`config.mk`:
```
export PLATFORM = sky130hd
export DESIGN_NAME = controller_top
export DESIGN_NICKNAME = d
export VERILOG_FILES = /design/src/logic/ctrl_pkg.sv /design/src/logic/a_slot_decoder.sv /design/src/logic/b_slot_decoder.sv /design/src/logic/controller_top.sv /design/src/logic/slot_sequencer.sv /design/src/logic/tick_timer.sv
export VERILOG_INCLUDE_DIRS = /design/src /design/src/logic
export SDC_FILE = /design/constraint.sdc
export NUM_CORES = 1
export LEC_CHECK = 0
export ABC_AREA = 1
export BUFFER_PORTS_ARGS = -buffer_cell sky130_fd_sc_hd__buf_2
export CELL_PAD_IN_SITES_DETAIL_PLACEMENT = 1
export CELL_PAD_IN_SITES_GLOBAL_PLACEMENT = 2
export CORE_ASPECT_RATIO = 0.6
export CORE_MARGIN = 4
export CORE_UTILIZATION = 25
export CTS_CLUSTER_SIZE = 20
export DETAILED_ROUTE_END_ITERATION = 10
export GPL_TIMING_DRIVEN = 0
export PLACE_DENSITY = 0.78
export SYNTH_ARGS = -nofsm -noshare
export SYNTH_HDL_FRONTEND = slang
export SYNTH_SLANG_ARGS = --single-unit
```
`constraint.sdc`:
```
create_clock -name clk -period 4.7 [get_ports clk]
set_clock_uncertainty 0.1 [all_clocks]
set_input_delay 0.47 -clock clk [delete_from_list [all_inputs] [get_ports clk]]
set_output_delay 0.47 -clock clk [all_outputs]
set_load 0.01 [all_outputs]
```
`src/logic/ctrl_consts.svh`:
```
`ifndef CTRL_CONSTS_SVH
`define CTRL_CONSTS_SVH

// Tick length width, tick counter gets one more bit for half-ticks
`define CTRL_TICK_BITS 16
`define CTRL_PROG_BITS 8   // Program length width

// Instruction word from program memory
`define CTRL_INSN_BITS 8
`define CTRL_OP_BITS 3     // Opcode width, A and B side alike
`define CTRL_INSN_OP_LSB (`CTRL_INSN_BITS - `CTRL_OP_BITS)

// Opcode fields
`define CTRL_OP_EX 0       // Extend bit
`define CTRL_OP_FIN 2      // Finish bit, only meaningful in E_EDIT
`define CTRL_OP_KIND_HI 2  // Top two bits pick the instruction kind
`define CTRL_OP_KIND_LO 1

// Instruction kinds
`define CTRL_KIND_NXT 2'b00  // NXT on transition side, VIO on edit side
`define CTRL_KIND_OP 2'b01
`define CTRL_KIND_PSH 2'b10
`define CTRL_KIND_DO 2'b11

`endif

```
`src/logic/ctrl_pkg.sv`:
```
package ctrl_pkg;

`include "ctrl_consts.svh"

    // Half-tick count, one bit wider than the tick length
    typedef logic [`CTRL_TICK_BITS:0] tick_cnt_t;

    // Machine state, top bits group the families
    typedef enum logic [7:0] {
        FINISH = 8'b0000_0000,
        SETUP  = 8'b0000_0001,
        INIT   = 8'b0000_0010,
        STD    = 8'b1000_0001,  // Shared by both machines
        ACC    = 8'b1000_0010,
        E_ACC  = 8'b0100_0010,  // Edit machine only
        E_EDIT = 8'b0100_0001,
        T_NXT  = 8'b1100_0000,  // Transition machine only
        T_TRA  = 8'b1100_0001,
        T_RST  = 8'b1100_0010
    } ctrl_state_e;

    // A-slot control word
    typedef struct packed {
        logic [1:0] mux_jc;   // Jump counter source
        logic [1:0] mux_var;  // Var source
        logic en_d4;          // Write var bit 4
        logic en_var3;        // Write var bits 3..0
        logic en_op;          // Write op register
        logic flag_b;
    } a_ctrl_t;

    // B-slot control word
    typedef struct packed {
        // Program flow
        logic en_pc;
        logic en_ra;
        logic en_addr_hi;
        logic en_addr_lo;
        logic mux_ra;         // 1 picks offset plus inverted var
        logic mux_pc_a1;      // 1 picks stack slice
        logic mux_pc_a2;      // 1 picks offset, else PC+1
        logic mux_offs;       // 1 picks setup table offset
        // Parsing
        logic mux_hi;
        logic en_hi;
        logic en_next_state;
        // Outputs and clock
        logic en_edit;
        logic mux_data;
        logic en_clk_reset;
        // Stack
        logic en_push_force;
        logic en_pop;
        logic en_pop_force;
        logic en_push;
        logic en_stack_wr;
        logic [1:0] mux_sta;  // Top of stack source
    } b_ctrl_t;

    // Both slot states plus which machine owns slot A
    typedef struct packed {
        ctrl_state_e a_state;
        ctrl_state_e b_state;
        logic tran_in_a;
    } slot_view_t;

endpackage

```
`src/logic/a_slot_decoder.sv`:
```
`timescale 1ns/10ps

`include "ctrl_consts.svh"

module a_slot_decoder (
    input  ctrl_pkg::slot_view_t       slot_view,
    input  logic [`CTRL_INSN_BITS-1:0] insn,
    output ctrl_pkg::a_ctrl_t          a_ctrl
);
    import ctrl_pkg::*;

    logic [`CTRL_OP_BITS-1:0] a_op;  // Opcode of the fetched instruction
    logic [1:0]               a_kind;

    assign a_op   = insn[`CTRL_INSN_BITS-1:`CTRL_INSN_OP_LSB];
    assign a_kind = a_op[`CTRL_OP_KIND_HI:`CTRL_OP_KIND_LO];

    always_comb begin
        a_ctrl         = '0;    // Muxes at source 0
        a_ctrl.en_d4   = 1'b1;
        a_ctrl.en_var3 = 1'b1;
        a_ctrl.en_op   = 1'b1;
        // Edit machine owns slot A on odd cycles
        a_ctrl.flag_b  = ~slot_view.tran_in_a;

        case (slot_view.a_state)
            SETUP: begin
                a_ctrl.mux_var = 2'd2;  // Next state with flag
            end
            STD: begin
                case (a_kind)
                    `CTRL_KIND_NXT: begin
                        // NXT1 jumps n+2 ahead
                        if (slot_view.tran_in_a && !a_op[`CTRL_OP_EX])
                            a_ctrl.mux_jc = 2'd3;
                    end
                    `CTRL_KIND_DO: begin
                        a_ctrl.mux_jc  = 2'd2;  // Fixed jump of 2
                        a_ctrl.mux_var = 2'd3;
                    end
                    default: ;
                endcase
            end
            T_NXT: begin
                a_ctrl.en_d4   = 1'b0;
                a_ctrl.mux_var = 2'd1;  // Nibble load
                a_ctrl.mux_jc  = 2'd2;
            end
            T_TRA: begin
                a_ctrl.mux_var = 2'd1;  // Nibble load
            end
            FINISH: begin
                // Var frozen until next setup
                a_ctrl.en_var3 = 1'b0;
                a_ctrl.en_d4   = 1'b0;
            end
            default: ;
        endcase
    end

endmodule

```
`src/logic/b_slot_decoder.sv`:
```
`timescale 1ns/10ps

`include "ctrl_consts.svh"

module b_slot_decoder (
    input  ctrl_pkg::slot_view_t     slot_view,
    input  logic [`CTRL_OP_BITS-1:0] data_hi,
    output ctrl_pkg::b_ctrl_t        b_ctrl
);
    import ctrl_pkg::*;

    logic       ex;
    logic       fin;
    logic [1:0] kind;
    logic       tran_in_b;

    assign ex        = data_hi[`CTRL_OP_EX];
    assign fin       = data_hi[`CTRL_OP_FIN];
    assign kind      = data_hi[`CTRL_OP_KIND_HI:`CTRL_OP_KIND_LO];
    assign tran_in_b = ~slot_view.tran_in_a;

    always_comb begin
        b_ctrl       = '0;     // Nothing written and all muxes at 0
        b_ctrl.en_pc = 1'b1;   // PC advances unless told otherwise

        case (slot_view.b_state)
            SETUP: begin
                // Jump to the setup entry of the table
                b_ctrl.en_addr_lo = 1'b1;
                b_ctrl.mux_pc_a2  = 1'b1;
                b_ctrl.mux_offs   = 1'b1;  // Setup offset
            end
            INIT: begin
                // Full address plus transition offset
                b_ctrl.en_addr_hi = 1'b1;
                b_ctrl.en_addr_lo = 1'b1;
                b_ctrl.mux_pc_a2  = 1'b1;
            end
            STD: begin
                case (kind)
                    `CTRL_KIND_NXT: begin
                        if (tran_in_b) begin
                            b_ctrl.en_hi = 1'b1;
                            if (ex) begin
                                // NXT0 takes PC from stack slice
                                b_ctrl.mux_hi    = 1'b1;
                                b_ctrl.mux_pc_a1 = 1'b1;
                            end else begin
                                // NXT1 keeps return address below the table entry
                                b_ctrl.en_ra      = 1'b1;
                                b_ctrl.mux_ra     = 1'b1;
                                b_ctrl.mux_pc_a2  = 1'b1;
                                b_ctrl.en_addr_lo = 1'b1;
                            end
                        end else begin
                            // VIO pushes a LUT result
                            b_ctrl.en_push     = 1'b1;
                            b_ctrl.en_stack_wr = 1'b1;
                            b_ctrl.mux_sta     = 2'd2;
                        end
                    end
                    `CTRL_KIND_OP: begin
                        b_ctrl.en_pop      = 1'b1;  // Pop or push per var
                        b_ctrl.en_push     = 1'b1;
                        b_ctrl.en_stack_wr = 1'b1;
                        b_ctrl.mux_sta     = 2'd2;  // LUT
                    end
                    `CTRL_KIND_PSH: begin
                        b_ctrl.en_push_force = 1'b1;
                        b_ctrl.en_stack_wr   = 1'b1;  // Input value on top
                    end
                    default: begin
                        // DO calls with PC+1 as return
                        b_ctrl.en_ra = 1'b1;
                    end
                endcase
            end
            ACC, E_ACC: begin
                b_ctrl.en_stack_wr = 1'b1;
                b_ctrl.mux_sta     = 2'd3;  // Accumulator
            end
            T_NXT: begin
                // Same jump as NXT1
                b_ctrl.en_hi      = 1'b1;
                b_ctrl.en_ra      = 1'b1;
                b_ctrl.mux_ra     = 1'b1;
                b_ctrl.mux_pc_a2  = 1'b1;
                b_ctrl.en_addr_lo = 1'b1;
            end
            T_TRA: begin
                b_ctrl.en_next_state = 1'b1;  // Latch next state from var
            end
            T_RST: begin
                b_ctrl.en_clk_reset = 1'b1;
            end
            E_EDIT: begin
                b_ctrl.en_edit      = 1'b1;
                b_ctrl.mux_data     = 1'b1;  // Write the stack value out
                // Last edit of a group drops its operand
                b_ctrl.en_pop_force = ~(fin | ex);
            end
            FINISH: begin
                b_ctrl.en_pc = 1'b0;  // Hold until setup
            end
            default: ;
        endcase

        // Clock reset comes only from the transition machine in its B slot
        assert (!b_ctrl.en_clk_reset ||
                (slot_view.b_state == T_RST && !slot_view.tran_in_a))
            else $error("en_clk_reset outside transition T_RST");
    end

endmodule

```
`src/logic/controller_top.sv`:
```
`timescale 1ns/10ps

`include "ctrl_consts.svh"

module controller_top (
    input  logic                       clk,
    input  logic                       reset,
    input  logic [`CTRL_INSN_BITS-1:0] insn,        // A-slot instruction
    input  logic [`CTRL_OP_BITS-1:0]   data_hi,     // B-slot opcode from var
    input  logic [`CTRL_TICK_BITS-1:0] cfg_tick_len,
    input  logic [`CTRL_PROG_BITS-1:0] cfg_prog_len,
    output ctrl_pkg::a_ctrl_t          a_ctrl,
    output ctrl_pkg::b_ctrl_t          b_ctrl,
    output logic                       event_setup,
    output logic                       event_flush,
    output logic                       cycle,
    output ctrl_pkg::ctrl_state_e      db_es_tran,
    output ctrl_pkg::ctrl_state_e      db_es_edit
);
    import ctrl_pkg::*;

    logic       do_setup;   // Two-clock setup window
    slot_view_t slot_view;  // States seen by both decoders

    tick_timer u_timer (
        .clk          (clk),
        .reset        (reset),
        .cfg_tick_len (cfg_tick_len),
        .cfg_prog_len (cfg_prog_len),
        .event_setup  (event_setup),
        .event_flush  (event_flush),
        .do_setup     (do_setup)
    );

    slot_sequencer u_seq (
        .clk        (clk),
        .reset      (reset),
        .data_hi    (data_hi),
        .do_setup   (do_setup),
        .slot_view  (slot_view),
        .tran_state (db_es_tran),
        .edit_state (db_es_edit),
        .cycle      (cycle)
    );

    a_slot_decoder u_a_dec (
        .slot_view (slot_view),
        .insn      (insn),
        .a_ctrl    (a_ctrl)
    );

    b_slot_decoder u_b_dec (
        .slot_view (slot_view),
        .data_hi   (data_hi),
        .b_ctrl    (b_ctrl)
    );

endmodule

```
`src/logic/slot_sequencer.sv`:
```
`timescale 1ns/10ps

`include "ctrl_consts.svh"

module slot_sequencer (
    input  logic                     clk,
    input  logic                     reset,
    input  logic [`CTRL_OP_BITS-1:0] data_hi,
    input  logic                     do_setup,
    output ctrl_pkg::slot_view_t     slot_view,
    output ctrl_pkg::ctrl_state_e    tran_state,
    output ctrl_pkg::ctrl_state_e    edit_state,
    output logic                     cycle
);
    import ctrl_pkg::*;

    ctrl_state_e tran_q;     // Transition machine state
    ctrl_state_e edit_q;     // Edit machine state
    ctrl_state_e a_state;
    ctrl_state_e b_state;
    ctrl_state_e next_b;     // Next state for the B-slot machine
    logic        cycle_q;
    logic        tran_in_b;
    logic        ex;
    logic        fin;
    logic [1:0]  kind;

    // Even cycle puts the transition machine in slot A
    assign tran_in_b = cycle_q;
    assign a_state   = tran_in_b ? edit_q : tran_q;
    assign b_state   = tran_in_b ? tran_q : edit_q;

    assign ex   = data_hi[`CTRL_OP_EX];
    assign fin  = data_hi[`CTRL_OP_FIN];
    assign kind = data_hi[`CTRL_OP_KIND_HI:`CTRL_OP_KIND_LO];

    always_comb begin
        case (b_state)
            SETUP: next_b = INIT;
            INIT:  next_b = STD;
            STD: begin
                case (kind)
                    `CTRL_KIND_NXT: begin
                        if (tran_in_b)
                            next_b = ex ? T_NXT : T_TRA;  // NXT0 or NXT1
                        else
                            next_b = ex ? E_ACC : E_EDIT;  // VIO
                    end
                    `CTRL_KIND_OP,
                    `CTRL_KIND_PSH: next_b = ex ? ACC : STD;
                    default:        next_b = STD;  // DO
                endcase
            end
            ACC:    next_b = ex ? ACC : STD;      // Accumulate chain
            E_ACC:  next_b = ex ? E_ACC : E_EDIT;
            T_NXT:  next_b = T_RST;
            T_RST:  next_b = T_TRA;
            T_TRA:  next_b = FINISH;
            E_EDIT: begin
                if (fin)
                    next_b = FINISH;
                else if (ex)
                    next_b = E_EDIT;  // More edits follow
                else
                    next_b = STD;
            end
            FINISH:  next_b = do_setup ? SETUP : FINISH;
            default: next_b = FINISH;  // Unknown code parks the machine
        endcase
    end

    // Only the B-slot machine moves, parity flips every clock
    always_ff @(posedge clk or posedge reset) begin
        if (reset) begin
            tran_q  <= FINISH;
            edit_q  <= FINISH;
            cycle_q <= 1'b0;
        end else begin
            if (tran_in_b)
                tran_q <= next_b;
            else
                edit_q <= next_b;
            cycle_q <= ~cycle_q;
        end
    end

    assign slot_view = '{a_state: a_state, b_state: b_state, tran_in_a: ~cycle_q};

    assign tran_state = tran_q;
    assign edit_state = edit_q;
    assign cycle      = cycle_q;

    // A machine in slot A keeps its state over the edge
    assert property (@(posedge clk) disable iff (reset) !cycle_q |=> $stable(tran_q))
        else $error("transition state moved while in slot A");
    assert property (@(posedge clk) disable iff (reset) cycle_q |=> $stable(edit_q))
        else $error("edit state moved while in slot A");

endmodule

```
`src/logic/tick_timer.sv`:
```
`timescale 1ns/10ps

`include "ctrl_consts.svh"

module tick_timer (
    input  logic                       clk,
    input  logic                       reset,
    input  logic [`CTRL_TICK_BITS-1:0] cfg_tick_len,
    input  logic [`CTRL_PROG_BITS-1:0] cfg_prog_len,
    output logic                       event_setup,
    output logic                       event_flush,
    output logic                       do_setup
);
    import ctrl_pkg::*;

    tick_cnt_t count;        // Counts half-ticks
    tick_cnt_t last_count;   // Final half-tick of the period
    tick_cnt_t flush_count;
    logic      final_tick;
    logic      setup_d;      // Setup pulse delayed by one clock

    // Two clocks per tick, so the last value is 2*len+1
    assign last_count  = {cfg_tick_len, 1'b1};
    assign flush_count = tick_cnt_t'({cfg_prog_len, 1'b1}); // Zero extended
    assign final_tick  = count == last_count;

    always_ff @(posedge clk or posedge reset) begin
        if (reset) begin
            count <= '0;
        end else if (final_tick) begin
            count <= '0;  // Wrap
        end else begin
            count <= count + 1'b1;
        end
    end

    always_ff @(posedge clk or posedge reset) begin
        if (reset)
            setup_d <= 1'b0;
        else
            setup_d <= event_setup;
    end

    assign event_setup = count == '0;
    assign event_flush = count == flush_count;
    // Stretched over two clocks so each machine meets it in a B slot
    assign do_setup    = event_setup | setup_d;

    // Period is at least two clocks
    assert property (@(posedge clk) disable iff (reset) event_setup |=> !event_setup)
        else $error("event_setup high in two consecutive cycles");

endmodule

```
# Word-level counts from Yosys, hierarchy flattened
# Cells that the tools add are included.
[word_totals]
out_inout_bits = 48
elab_cells = 91
input_bits = 37
ff_bits = 35
[op_classes]
eq_ne = 18
reduce_logical = 12
bitwise = 4
add_sub_neg = 1
n_mux = 51
[ops]
columns = ["operator", "count"]
rows = [
  ["case mux 8 bit (9 select lines)", 1],
  ["== test 8 bit (second input constant)", 8],
  ["two-way mux 8 bit", 5],
  ["two-way mux 1 bit", 18],
  ["two-way mux 2 bit", 9],
  ["adder 17 x 1 -> 17 bit (second input constant)", 1],
  ["== test 17 bit", 1],
  ["== test 17 x 9 -> 1 bit", 1],
  ["zero test 17 bit", 1],
  ["two-way mux 17 bit", 1],
  ["== test 8 x 1 -> 1 bit (second input constant)", 2],
  ["== test 8 x 7 -> 1 bit (second input constant)", 2],
  ["zero test 8 bit", 2],
  ["case mux 1 bit (2 select lines)", 8],
  ["case mux 8 bit (2 select lines)", 1],
  ["two-way mux 4 bit", 3],
  ["case mux 2 bit (2 select lines)", 3],
  ["== test 8 x 2 -> 1 bit (second input constant)", 1],
  ["OR reduction 2 bit", 4],
  ["case mux 2 bit (3 select lines)", 1],
  ["case mux 3 bit (2 select lines)", 1],
  ["== test 2 bit (second input constant)", 2],
  ["zero test 2 bit", 2],
  ["OR reduction 3 bit", 1],
  ["other kinds (5)", 7],
]

# Depth between registers and ports, before layout
[logic_depth]
ltp_word = 5
mapped_depth = 14
depth_no_buf = 14

# Cells and area by module
# Synthesis repeated with hierarchy kept, for this count alone.
[hier_totals]
hier_cells = 498
area_unflattened_um2 = 3046.7
[modules_own_cells]
columns = ["mod", "instances", "area_per_inst_um2", "cells_per_inst", "seq_area_each_um2"]
rows = [
  ["tick_timer", 1, 1496.4, 243, 450.4],
  ["slot_sequencer", 1, 942.2, 142, 225.2],
  ["b_slot_decoder", 1, 402.9, 72, 0.0],
  ["a_slot_decoder", 1, 205.2, 41, 0.0],
]

# Worst setup path after synthesis
# OpenSTA, ideal clock, no wires.
[synth_path]
path_type = "register to output"
startpoint = "register u_seq.cycle_q (netlist: u_seq.cycle)"
endpoint = "output port b_ctrl[15] (netlist name)"
arrival_ns = 1.561
required_ns = 4.130
path_buffers = 2
path_slack_ns = 2.569
stages_incl_launch_ff = 12
path_cell_list = "dfrtp_1 > buf_6 > inv_8 > nand2_2 > nand2_4 > nand2_2 > nor2_4 > inv_2 > nor2_4 > inv_2 > nor2_1 > buf_4"
[synth_lines]
columns = ["item", "line", "text"]
rows = [
  ["start, declared", "slot_sequencer.sv:22", "logic cycle_q;"],
  ["start signal, assigned", "slot_sequencer.sv:83", "cycle_q <= ~cycle_q;"],
  ["end, declared", "controller_top.sv:13", "output ctrl_pkg::b_ctrl_t b_ctrl,"],
]

==> metrics <==
Root Driver=clkbuf_16; total grt overflow=0; latest clock arrival within the worst-skew pair=0.26 ns; CTS tree=done; Row Count=30; share of cells above drive strength 1=27.7%; critical path launch point type=register; Area growth syn-to-layout=22.1%; fill count=1491; async set or reset register ratio after synthesis=100%; initial antenna violation count=0; gr usage total=14.5%; worst slew pin tran=1.11 ns; # Post-CTS Setup Buffers=0; critical path data required time=4.13 ns; maximum vdd drop=0.128 mV; post-cts gate resize count=0; Final Hold Vio Count=0; min Tclk post-route=2.55 ns; sequential share of the synthesized area=23.5%; CTS H-tree lvls=1; Worst slew margin=25.7%; ys flop type=dfrtp_1; CTS Sinks=27; Post-CTS Hold Buffers=0; outcome=finished clean; EDFF count, synth=0; static leakage=2.22 nW; core footprint=11300 µm²; Clock Pin Slew Worst Setup and Hold Paths=0.07 ns; # port buffers=70; CP Class=register to output port; total die area=13300 µm²; die width=146 µm; 1st-pass router iterations=4; Hold Path Class=input port to asynchronous set/reset pin; cells after synthesis=456; dpl cell area=3430 µm²; fin nets=583; CP Capture Type=output port; vias per cell=4.28; setup violators final=0; number of remaining DRC errors=0; Crit Path Max Fanout=8; die height=91.1 µm; Via Count=2918; yosys warns=0; global-route wire length before repair=15700 µm; Fmax=393 MHz; Synth cell types=39; CTS buffer count=3; RSZ-0062 raised after global routing=false; WP data arrival=1.98 ns; setup TNS=0 ns; maxcap violations=0; DR WL/cell=13.8 µm; Initial Utilization=25.5%; Mean Syn Cell Area=6.31 µm²; Pwr Density=148 nW/µm²; cell area after layout=3510 µm²; Tot Pwr=0.000519 W; io pins=85; Multi-input gate area=1700 µm²; ANT cells=0; largest net degree at the start of global routing=28; detailed placer's ending HPWL=8110 µm; CTS max path bufs=2; crit share post-route=54.2%; post-synthesis cell area=2880 µm²; 1st-iter DRT viols=141; routability congestion estimate=0.828; register bit total from synthesis=27; vias in the first global route=3098; drt total wl=9410 µm; ANT nets after route=0; Register Area=676 µm²; Final Slew Violations=0
flip-flops by register name, indices dropped and copies added, names as in the netlist:
register,count
u_seq.tran_state,4
u_timer.count,17
u_timer.setup_d,1
u_seq.cycle,1
u_seq.edit_state,4
cell usage after synthesis, types with 2 or more instances:
| cell | count | area, µm² |
|---|---|---|
| nand2_1 | 137 | 514 |
| inv_1 | 81 | 304 |
| nor2_1 | 50 | 188 |
| dfrtp_1 | 27 | 676 |
| buf_4 | 18 | 135 |
| xor2_1 | 16 | 140 |
| nand2_2 | 15 | 93.8 |
| nand3_1 | 14 | 70.1 |
| nor3_1 | 11 | 55.1 |
| ha_1 | 8 | 100 |
| inv_2 | 8 | 30.0 |
| nand4_1 | 7 | 43.8 |
| o21ai_0 | 6 | 30.0 |
| nand2_4 | 5 | 56.3 |
| nand3_2 | 5 | 50.1 |
| nor3_2 | 5 | 50.1 |
| xnor2_1 | 5 | 43.8 |
| a21oi_1 | 4 | 20.0 |
| nor2_4 | 4 | 45.0 |
| nor2_2 | 3 | 18.8 |
| nor3b_1 | 3 | 22.5 |
| buf_2 | 2 | 10.0 |
| buf_6 | 2 | 22.5 |
| conb_1 | 2 | 7.51 |
| inv_4 | 2 | 12.5 |
| o22ai_1 | 2 | 12.5 |
| or2_2 | 2 | 12.5 |
cell usage in the layout (no fill, tap or decap), types with 6 or more instances in the layout:
cell type,synthesis,layout
inv_1,81,81
xor2_1,16,16
o21ai_0,6,6
buf_2,2,72
nand2_2,15,15
dfrtp_1,27,27
nand4_1,7,7
ha_1,8,8
nor3_1,11,11
nand2_1,137,137
inv_2,8,8
nand3_1,14,14
buf_4,18,18
nor2_1,50,50
conb_1,2,9
worst paths after layout:
| kind | start | to | slack [ns] | depth (start not counted) |
|---|---|---|---|---|
| worst max-delay path | u_seq.cycle | b_ctrl[17] | 2.15 | 12 |
| worst min-delay path | reset | u_seq.edit_state[1] | 0.38 | 2 |
| worst max register to register | u_timer.count[9] | u_timer.count[10] | 2.87 | 7 |
| worst min register to register | u_seq.tran_state[0] | u_seq.tran_state[0] | 0.45 | 2 |
| max in group asynchronous | reset | u_timer.count[4] | 3.45 | 2 |
| min in group clk | u_seq.tran_state[0] | u_seq.tran_state[0] | 0.45 | 2 |
critical path: stages, from the launching register on:
cell and delay (ns):
dfrtp_1 0.41, buf_6 0.16, inv_8 0.09, nand2_2 0.05
nand2_2 0.12, nand2_2 0.10, nor2_4 0.18, inv_2 0.10
nor2_4 0.11, nand2_2 0.08, nand3_1 0.09, buf_4 0.10
buf_2 0.11
area by class of cell:
type	instances	area share [%]
Inverter	92	10.2
Buffer	22	4.78
Multi-Input combinational cell	322	48.4
Clock buffer	4	2.25
Timing Repair Buffer	70	9.98
Tap cell	144	5.13
Sequential cell	27	19.2
layer usage:
metal / GRT usage, % / up-vias / wire, µm
li1: - / 1501 / -
met1: 21.9 / 1360 / 5020
met2: 22.0 / 55 / 3920
met3: 2.89 / 2 / 442
met4: 1.49 / 0 / 25
met5: 0 / - / 0
cells by family (layout without fill, tap and decap cells):
logic type	Yosys count	in the layout	share of synthesized area, %
fa+ha+maj	8	8	3.48
buf+inv	114	188	18.3
simple gates	265	265	43.4
other cells	2	9	0.261
compound gates	18	18	4.13
flops	27	27	23.5
xor+xnor	22	22	6.96
stage by stage:
step / hold slack, ns / util [%] / cells / setup slack (ns)
floorplan: 0.394 / - / 463 / 2.57
global placement: 0.432 / 30.5 / 677 / 2.46
detailed placement: 0.435 / 30.5 / 677 / 2.43
CTS: 0.438 / 31.2 / 681 / 2.13
global route: 0.498 / 31.2 / 681 / 1.95
finish: 0.382 / 31.2 / 681 / 2.15
report_power, final:
group / total [W] / internal (W) / switching [W]
clock network: 0.000197 / 0.000116 / 0.0000804
logic: 0.0000874 / 0.0000346 / 0.0000528
registers: 0.000235 / 0.000234 / 0.00000112
total: 0.000519 / 0.000385 / 0.000134
Note: power is estimated with default switching activity, not from simulation.
